--- config.mk ---
export PLATFORM = sky130hd
export DESIGN_NAME = dummy_insert_top
export DESIGN_NICKNAME = d
export VERILOG_FILES = /design/src/source/dummy_pkg.sv /design/src/source/decode_stage.sv /design/src/source/dummy_insert_ctrl.sv /design/src/source/dummy_insert_top.sv /design/src/source/dummy_lfsr.sv /design/src/source/instr_fifo.sv
export SDC_FILE = /design/constraint.sdc
export NUM_CORES = 1
export LEC_CHECK = 0
export ABC_AREA = 1
export BUFFER_PORTS_ARGS = -buffer_cell sky130_fd_sc_hd__buf_2
export CORE_MARGIN = 8
export CORE_UTILIZATION = 55
export CTS_BUF_LIST = sky130_fd_sc_hd__clkbuf_8 sky130_fd_sc_hd__clkbuf_16
export CTS_CLUSTER_SIZE = 40
export DETAILED_ROUTE_END_ITERATION = 12
export GPL_TIMING_DRIVEN = 0
export HOLD_SLACK_MARGIN = 0.12
export PLACE_DENSITY = 0.87
export SYNTH_ARGS = -nofsm -noshare
export SYNTH_HDL_FRONTEND = slang
export SYNTH_HIERARCHICAL = 1
export SYNTH_SLANG_ARGS = --single-unit
--- constraint.sdc ---
create_clock -name clk -period 3.8 [get_ports clk]
set_input_delay 0.57 -clock clk [delete_from_list [all_inputs] [get_ports clk]]
set_output_delay 0.57 -clock clk [all_outputs]
set_load 0.05 [all_outputs]
--- src/source/dummy_pkg.sv ---
////////////////////////////////////////////////////////////
// Shared definitions for the dummy instruction path
// Opcode enum with the hint opcode
// Instruction, result and security control structs
// Threshold mask table and LFSR feedback polynomial
////////////////////////////////////////////////////////////

package dummy_pkg;

  // Width of the insertion LFSR and of the dummy counter in decode
  localparam int LFSR_WIDTH      = 8;
  localparam int DUMMY_CNT_WIDTH = 16;

  // Opcodes carried in the 3-bit opcode field
  // A hint executes as a no-op but still counts as an instruction
  typedef enum logic [2:0] {
    OP_ADD  = 3'd0,
    OP_SUB  = 3'd1,
    OP_XOR  = 3'd2,
    OP_AND  = 3'd3,
    OP_HINT = 3'd4
  } opcode_e;

  // One instruction word as it moves from fetch to decode (36 bits)
  typedef struct packed {
    opcode_e     opcode;
    logic [15:0] operand_a;
    logic [15:0] operand_b;
    logic        is_dummy;
  } instr_t;

  // Result of a real ALU instruction (19 bits)
  typedef struct packed {
    opcode_e     opcode;
    logic [15:0] value;
  } result_t;

  // Security control bits for dummy insertion
  typedef struct packed {
    logic       dummy_en;
    logic [1:0] dummy_freq;
  } xsecure_ctrl_t;

  // Threshold masks selected by dummy_freq, index 0 gives the densest insertion
  localparam logic [3:0][5:0] FREQ_MASK = {6'd31, 6'd15, 6'd7, 6'd3};

  // Feedback taps for a maximal length 8-bit Galois LFSR
  localparam logic [LFSR_WIDTH-1:0] LFSR_POLY = 8'hB8;

endpackage

--- src/source/decode_stage.sv ---
////////////////////////////////////////////////////////////
// Decode and execute stage
// Runs every instruction through the ALU
// Registers real results and counts consumed dummies
////////////////////////////////////////////////////////////

`timescale 1ns/1ps

module decode_stage
  import dummy_pkg::*;
(
  input  logic                       clk,
  input  logic                       rst_n,
  input  logic                       in_valid_i,
  output logic                       in_ready_o,
  input  instr_t                     in_instr_i,
  output logic                       res_valid_o,
  input  logic                       res_ready_i,
  output result_t                    res_o,
  output logic [DUMMY_CNT_WIDTH-1:0] dummy_count_o
);

  logic [15:0]                alu_value;
  logic                       in_fire;
  logic                       keep_result;
  logic                       res_valid_q;
  result_t                    res_q;
  logic [DUMMY_CNT_WIDTH-1:0] dummy_cnt_q;

  // The ALU sees dummies exactly like real work so the datapath toggles either way
  always_comb begin
    case (in_instr_i.opcode)
      OP_ADD:  alu_value = in_instr_i.operand_a + in_instr_i.operand_b;
      OP_SUB:  alu_value = in_instr_i.operand_a - in_instr_i.operand_b;
      OP_XOR:  alu_value = in_instr_i.operand_a ^ in_instr_i.operand_b;
      OP_AND:  alu_value = in_instr_i.operand_a & in_instr_i.operand_b;
      default: alu_value = in_instr_i.operand_a;
    endcase
  end

  // Input stalls only while an unread result sits in the output register
  assign in_ready_o  = !res_valid_q || res_ready_i;
  assign in_fire     = in_valid_i && in_ready_o;
  assign keep_result = !in_instr_i.is_dummy && (in_instr_i.opcode != OP_HINT);

  always_ff @(posedge clk or negedge rst_n) begin
    if (!rst_n) begin
      res_valid_q <= 1'b0;
      dummy_cnt_q <= '0;
    end else begin
      if (res_valid_q && res_ready_i) begin
        res_valid_q <= 1'b0;
      end
      if (in_fire && keep_result) begin
        res_valid_q <= 1'b1;
      end
      // Counter wraps at its full width
      if (in_fire && in_instr_i.is_dummy) begin
        dummy_cnt_q <= dummy_cnt_q + 1'b1;
      end
    end
  end

  // Result payload
  always_ff @(posedge clk) begin
    if (in_fire && keep_result) begin
      res_q.opcode <= in_instr_i.opcode;
      res_q.value  <= alu_value;
    end
  end

  assign res_valid_o   = res_valid_q;
  assign res_o         = res_q;
  assign dummy_count_o = dummy_cnt_q;

endmodule

--- src/source/dummy_insert_ctrl.sv ---
////////////////////////////////////////////////////////////
// Dummy instruction insertion controller
// Passes fetched instructions through to the buffer
// Counts accepted instructions against the LFSR threshold
// Offers a generated dummy when the threshold is exceeded
////////////////////////////////////////////////////////////

`timescale 1ns/1ps

module dummy_insert_ctrl
  import dummy_pkg::*;
#(
  parameter int CNT_WIDTH = 7
) (
  input  logic                  clk,
  input  logic                  rst_n,
  input  xsecure_ctrl_t         xsecure_ctrl_i,
  // Fetch side
  input  logic                  fetch_valid_i,
  output logic                  fetch_ready_o,
  input  instr_t                fetch_instr_i,
  // Buffer side
  output logic                  ins_valid_o,
  input  logic                  ins_ready_i,
  output instr_t                ins_instr_o,
  // LFSR side
  input  logic [5:0]            lfsr_cnt_i,
  input  logic [LFSR_WIDTH-1:0] lfsr_state_i,
  output logic                  lfsr_shift_o
);

  // PASS forwards fetch traffic and INSERT offers a dummy in its place
  typedef enum logic {
    PASS,
    INSERT
  } state_e;

  state_e               state;
  logic                 insert_pending;
  logic                 ins_fire;
  logic                 hint_fire;
  logic [CNT_WIDTH-1:0] cnt_q;
  logic [CNT_WIDTH-1:0] cnt_d;
  instr_t               dummy_instr;
  instr_t               real_instr;

  ////////////////////////////////////////////////////////////
  // Insertion decision
  ////////////////////////////////////////////////////////////

  // The counter and the LFSR both move only on accepted transfers
  // The decision therefore holds steady while an item waits for the buffer
  // It also sees the threshold after a hint has shifted the LFSR
  assign insert_pending = xsecure_ctrl_i.dummy_en &&
                          (cnt_q > CNT_WIDTH'(lfsr_cnt_i));
  assign state          = insert_pending ? INSERT : PASS;

  assign ins_fire  = ins_valid_o && ins_ready_i;
  assign hint_fire = ins_fire && (state == PASS) && (fetch_instr_i.opcode == OP_HINT);

  // Accepted dummies and hints both step the LFSR
  assign lfsr_shift_o = (ins_fire && (state == INSERT)) || hint_fire;

  // Counting is held at zero while insertion is disabled so it cannot run away
  always_comb begin
    cnt_d = cnt_q;
    if (!xsecure_ctrl_i.dummy_en) begin
      cnt_d = '0;
    end else if (ins_fire) begin
      if (state == INSERT) begin
        cnt_d = '0;
      end else begin
        cnt_d = cnt_q + 1'b1;
      end
    end
  end

  always_ff @(posedge clk or negedge rst_n) begin
    if (!rst_n) begin
      cnt_q <= '0;
    end else begin
      cnt_q <= cnt_d;
    end
  end

  ////////////////////////////////////////////////////////////
  // Instruction mux
  ////////////////////////////////////////////////////////////

  // Dummy contents come straight from the LFSR state
  // Only the four ALU opcodes are drawn so the dummy always toggles the datapath
  always_comb begin
    dummy_instr           = '0;
    dummy_instr.opcode    = opcode_e'({1'b0, lfsr_state_i[1:0]});
    dummy_instr.operand_a = {lfsr_state_i, lfsr_state_i};
    dummy_instr.operand_b = ~{lfsr_state_i, lfsr_state_i};
    dummy_instr.is_dummy  = 1'b1;
  end

  // Fetched words can never claim to be dummies
  always_comb begin
    real_instr          = fetch_instr_i;
    real_instr.is_dummy = 1'b0;
  end

  always_comb begin
    case (state)
      INSERT: begin
        ins_valid_o   = 1'b1;
        ins_instr_o   = dummy_instr;
        fetch_ready_o = 1'b0;
      end
      default: begin
        ins_valid_o   = fetch_valid_i;
        ins_instr_o   = real_instr;
        fetch_ready_o = ins_ready_i;
      end
    endcase
  end

endmodule

--- src/source/dummy_insert_top.sv ---
////////////////////////////////////////////////////////////
// Top level of the dummy instruction insertion path
// Controller and LFSR feed the FIFO which feeds decode
////////////////////////////////////////////////////////////

`timescale 1ns/1ps

module dummy_insert_top
  import dummy_pkg::*;
#(
  parameter int                    FIFO_DEPTH = 4,
  parameter int                    CNT_WIDTH  = 7,
  parameter logic [LFSR_WIDTH-1:0] LFSR_SEED  = 8'h5A
) (
  input  logic                       clk,
  input  logic                       rst_n,
  input  xsecure_ctrl_t              xsecure_ctrl_i,
  input  logic                       fetch_valid_i,
  output logic                       fetch_ready_o,
  input  instr_t                     fetch_instr_i,
  output logic                       res_valid_o,
  input  logic                       res_ready_i,
  output result_t                    res_o,
  output logic [DUMMY_CNT_WIDTH-1:0] dummy_count_o
);

  ////////////////////////////////////////////////////////////
  // Internal links
  ////////////////////////////////////////////////////////////

  // Controller to FIFO
  logic                  ins_valid;
  logic                  ins_ready;
  instr_t                ins_instr;
  // FIFO to decode
  logic                  buf_valid;
  logic                  buf_ready;
  instr_t                buf_instr;
  // Controller and LFSR
  logic                  lfsr_shift;
  logic [5:0]            lfsr_cnt;
  logic [LFSR_WIDTH-1:0] lfsr_state;

  dummy_insert_ctrl #(
    .CNT_WIDTH (CNT_WIDTH)
  ) ctrl_i (
    .clk            (clk),
    .rst_n          (rst_n),
    .xsecure_ctrl_i (xsecure_ctrl_i),
    .fetch_valid_i  (fetch_valid_i),
    .fetch_ready_o  (fetch_ready_o),
    .fetch_instr_i  (fetch_instr_i),
    .ins_valid_o    (ins_valid),
    .ins_ready_i    (ins_ready),
    .ins_instr_o    (ins_instr),
    .lfsr_cnt_i     (lfsr_cnt),
    .lfsr_state_i   (lfsr_state),
    .lfsr_shift_o   (lfsr_shift)
  );

  dummy_lfsr #(
    .LFSR_SEED (LFSR_SEED)
  ) lfsr_i (
    .clk          (clk),
    .rst_n        (rst_n),
    .shift_i      (lfsr_shift),
    .dummy_freq_i (xsecure_ctrl_i.dummy_freq),
    .lfsr_cnt_o   (lfsr_cnt),
    .lfsr_state_o (lfsr_state)
  );

  instr_fifo #(
    .FIFO_DEPTH (FIFO_DEPTH)
  ) fifo_i (
    .clk        (clk),
    .rst_n      (rst_n),
    .wr_valid_i (ins_valid),
    .wr_ready_o (ins_ready),
    .wr_instr_i (ins_instr),
    .rd_valid_o (buf_valid),
    .rd_ready_i (buf_ready),
    .rd_instr_o (buf_instr)
  );

  decode_stage decode_i (
    .clk           (clk),
    .rst_n         (rst_n),
    .in_valid_i    (buf_valid),
    .in_ready_o    (buf_ready),
    .in_instr_i    (buf_instr),
    .res_valid_o   (res_valid_o),
    .res_ready_i   (res_ready_i),
    .res_o         (res_o),
    .dummy_count_o (dummy_count_o)
  );

endmodule

--- src/source/dummy_lfsr.sv ---
////////////////////////////////////////////////////////////
// Galois LFSR for dummy instruction insertion
// Steps once per shift request
// Provides the masked insertion threshold and raw state bits
////////////////////////////////////////////////////////////

`timescale 1ns/1ps

module dummy_lfsr
  import dummy_pkg::*;
#(
  parameter logic [LFSR_WIDTH-1:0] LFSR_SEED = 8'h5A
) (
  input  logic                  clk,
  input  logic                  rst_n,
  input  logic                  shift_i,
  input  logic [1:0]            dummy_freq_i,
  output logic [5:0]            lfsr_cnt_o,
  output logic [LFSR_WIDTH-1:0] lfsr_state_o
);

  logic [LFSR_WIDTH-1:0] state_q;
  logic [LFSR_WIDTH-1:0] state_next;

  // The register shifts right and the polynomial is folded in when a one drops out
  // A nonzero seed keeps the sequence out of the all-zero lock-up state
  always_comb begin
    state_next = state_q >> 1;
    if (state_q[0]) begin
      state_next = state_next ^ LFSR_POLY;
    end
  end

  always_ff @(posedge clk or negedge rst_n) begin
    if (!rst_n) begin
      state_q <= LFSR_SEED;
    end else if (shift_i) begin
      state_q <= state_next;
    end
  end

  // The threshold only uses as many low bits as the selected frequency allows
  assign lfsr_cnt_o   = state_q[5:0] & FREQ_MASK[dummy_freq_i];
  assign lfsr_state_o = state_q;

endmodule

--- src/source/instr_fifo.sv ---
////////////////////////////////////////////////////////////
// Instruction FIFO between fetch and decode
// Circular buffer with wrap bit pointers
// Accepts a write while full if a read happens in the same cycle
////////////////////////////////////////////////////////////

`timescale 1ns/1ps

module instr_fifo
  import dummy_pkg::*;
#(
  parameter int FIFO_DEPTH = 4
) (
  input  logic   clk,
  input  logic   rst_n,
  // Write side
  input  logic   wr_valid_i,
  output logic   wr_ready_o,
  input  instr_t wr_instr_i,
  // Read side
  output logic   rd_valid_o,
  input  logic   rd_ready_i,
  output instr_t rd_instr_o
);

  localparam int AW = $clog2(FIFO_DEPTH);

  instr_t        mem [FIFO_DEPTH];
  logic [AW:0]   wr_ptr_q;
  logic [AW:0]   rd_ptr_q;
  logic          full;
  logic          empty;
  logic          wr_fire;
  logic          rd_fire;

  // Equal addresses with different wrap bits mean the buffer is full
  assign empty = (wr_ptr_q == rd_ptr_q);
  assign full  = (wr_ptr_q[AW] != rd_ptr_q[AW]) &&
                 (wr_ptr_q[AW-1:0] == rd_ptr_q[AW-1:0]);

  // A full buffer still takes a write when the head leaves in the same cycle
  assign wr_ready_o = !full || rd_ready_i;
  assign rd_valid_o = !empty;
  assign rd_instr_o = mem[rd_ptr_q[AW-1:0]];

  assign wr_fire = wr_valid_i && wr_ready_o;
  assign rd_fire = rd_valid_o && rd_ready_i;

  // Storage
  always_ff @(posedge clk) begin
    if (wr_fire) begin
      mem[wr_ptr_q[AW-1:0]] <= wr_instr_i;
    end
  end

  always_ff @(posedge clk or negedge rst_n) begin
    if (!rst_n) begin
      wr_ptr_q <= '0;
      rd_ptr_q <= '0;
    end else begin
      if (wr_fire) begin
        wr_ptr_q <= wr_ptr_q + 1'b1;
      end
      if (rd_fire) begin
        rd_ptr_q <= rd_ptr_q + 1'b1;
      end
    end
  end

endmodule

==> impl_metrics.ini <==
[outcome]
status = finished clean

[grt]
grt_busiest_layer = met2
grt_overflow_total = 0
met3_usage_pct = 3.95
grt_use_met2_pct = 37.6
grt_max_degree = 39
grt.met1_usage_pct = 26.7
grt_pass1_vias = 8212
antenna_found_initial = 0
grt_pass1_wl_mm = 42.2
grt_use_total_pct = 22.2

[logic_synthesis]
synth_top_area_share_pct = 47.0
postSynthAreaPerCell_um2 = 9.85
synthTopCellsByCount = 203 x nand2_1, 163 x edfxtp_1, 148 x nor2_1
synth_ff_type = edfxtp_1
synth_cell_type_count = 51
synth_area_um2 = 10400
synth_area_leaders = edfxtp_1 47%, dfrtp_1 8.2%, nand2_1 7.3%
yosysMostFrequentCell = nand2_1
seq_area_frac_synth_pct = 56.1
synth.net_count = 1147
ys_ff_latch = 201
syn_inst = 1058
synthArstFlopShare_pct = 18.9
netlist.top_cell.by_area = edfxtp_1
synth_enable_flop_cells = 163
synth_warnings = 6

[place]
hpwl_mm = 18.2
place_congestion = 0.898
port_buffers = 78

[sta]
fin_worst_skew_ps = 11.2
hold_viol = 0
final-setup-viol-count = 0
worstMarginPinSlew_ps = 865
fin_crit_sh_pct = 97.7
fin_hold_ws_ps = 179
max_freq_mhz = 269
fin_crit_ps = 3710
rsz0062_at_grt = yes
relSlewSlack_pct = 42.3
drv_slew = 0

[die]
start_util_pct = 55.9
dieArea_um2 = 23600
die-height_um = 154
rows = 50
die_x_um = 154
core-area_um2 = 18600
io_pins = 80

[setup_path]
cp_slowest_stage_delay_ps = 420
cp.required_ps = 4040
cp_top_family = simple AND/OR/NAND/NOR gates
start_kind = register
crit_fanout = 10
path_buf_inv = 6
worstPathArrival_ps = 3960
slowest_stage = dfrtp_2
cp_common_cell = nand2_1
crit_chain = buf_8 > inv_2 > buf_6 > buf_8 > o21ai_0 > o22ai_4 > nand2_1 > clkbuf_4 > nand2_1 > xnor2_1 > inv_1 > ha_1 > a21oi_1 > nand2_1 > nand3_1 > nand2_1 > nand2_1 > nand3b_1 > nand3_1 > nand3_1
path_class = reg -> reg
crit_path_end_kind = register

[clock_tree]
clk_latency_ps = 510
htreeDepth = 1
cts.path.max_buffers = 3
cts_tree = done
root_buffer = clkbuf_16
cts.clk_slew.worst_paths_ps = 60
cts_buffers = 22
hold_buffers = 0
cts.sinks = 201

[routing]
vias = 8356
wl_per_cell_um = 19.5
drt_iter0_markers = 954
viasPerCell = 5.88
wl_mm = 27.8
drc_errors = 0
ant_nets = 0
dr.pass1.iters = 5

[finish]
final_nets = 1261
drive_gt1_share_pct = 20.2
antenna_cells = 0
areaGrowthSynthToFinish_pct = 17.8

[min_path]
hold_path.class = in -> async

[run]
drv_cap = 0
-- layout make-up --
class / instances / area (um^2)
sequential: 201 / 5850
tap: 234 / 293
clock inverter: 17 / 199
inverter: 100 / 383
clock buffer: 23 / 576
timing repair buffer: 90 / 534
multi-input combinational: 713 / 4130
fill: 1300 / 6370
buffer: 44 / 307
-- cell usage in the layout (no fill, tap or decap), types with 13 or more instances in the layout --
| cell type | count |
|---|---|
| xnor2_1 | 15 |
| nor2_1 | 139 |
| o21ai_1 | 24 |
| o22ai_2 | 13 |
| buf_2 | 87 |
| inv_1 | 89 |
| dfrtp_1 | 33 |
| o22ai_1 | 22 |
| nand2_1 | 202 |
| a22oi_1 | 15 |
| clkbuf_16 | 23 |
| buf_4 | 18 |
| xor2_1 | 22 |
| a21oi_1 | 19 |
| nand3_1 | 54 |
| ha_1 | 42 |
| o21ai_0 | 59 |
| edfxtp_1 | 163 |
| nor2_4 | 13 |
-- worst register-to-register path, stage by stage (launching register included) --
cell and delay, ps:
dfrtp_2 420, buf_8 150, inv_2 50, buf_6 140, buf_8 150, o21ai_0 360, o22ai_4 190, nand2_1 130
clkbuf_4 210, nand2_1 80, xnor2_1 160, inv_1 60, ha_1 350, a21oi_1 240, nand2_1 160, nand3_1 100
nand2_1 110, nand2_1 110, nand3b_1 80, nand3_1 90, nand3_1 90
-- layer usage --
metal / up-vias / wire (um)
met5: - / 0
met4: 0 / 1230
met3: 100 / 2710
met2: 535 / 13500
met1: 3893 / 10300
li1: 3828 / -
-- cell families after synthesis --
family	count (synthesis)	share of synthesized area (%)
flops	201	56.1
fa+ha+maj	46	5.60
other cells	1	0.0360
buf+inv	144	6.17
xor+xnor	37	3.11
simple gates	459	19.5
compound gates	170	9.39
-- stage by stage --
| step | util, % | std cells | cell area, um^2 | setup slack [ps] | TNS [ps] |
|---|---|---|---|---|---|
| final | 65.8 | 1422 | 12300 | 89.0 | 0 |
| after global routing | 65.8 | 1422 | 12300 | -37.6 | -86.9 |
| after CTS | 64.9 | 1418 | 12100 | 9.33 | 0 |
| after detailed placement | 60.2 | 1375 | 11200 | -384 | -3030 |
| after global placement | 59.6 | 1370 | 11100 | -1280 | -184750 |
| after floorplan | - | 1058 | 10400 | 25.8 | 0 |
-- path summary, 6_finish.rpt --
path                                        startpoint                         end  slack [ps]  cells after the start
worst max-delay path                fifo_i/rd_ptr_q[0]           decode_i/res_o[8]          90                     20
worst min-delay path                             rst_n  decode_i/dummy_count_o[14]         180                      1
worst max register to register      fifo_i/rd_ptr_q[0]           decode_i/res_o[8]          90                     20
worst min register to register  lfsr_i/lfsr_state_o[3]      lfsr_i/lfsr_state_o[3]         490                      2
max in group asynchronous                        rst_n          fifo_i/rd_ptr_q[0]        3030                      1
min in group clk                         fetch_valid_i             ctrl_i/cnt_q[5]         370                      3
-- registers in the layout, summed over array words and instances, names as in the netlist --
name,flops
ctrl_i/cnt_q,7
decode_i/dummy_count_o,16
decode_i/res_o,19
decode_i/res_valid_o,1
fifo_i/mem,144
fifo_i/rd_ptr_q,3
fifo_i/wr_ptr_q,3
lfsr_i/lfsr_state_o,8
-- timing repair --
action | CTS | global route
gates resized for setup | 15 | 52
pin swaps | 3 | 7
buffers inserted | 3 | 4
endpoints found under the hold margin | 0 | 0
setup endpoints to repair | 12 | 10
Power is left out: the tool's default activity adds up to more than one toggle a clock period on the data nets, which glitch-free logic cannot reach.
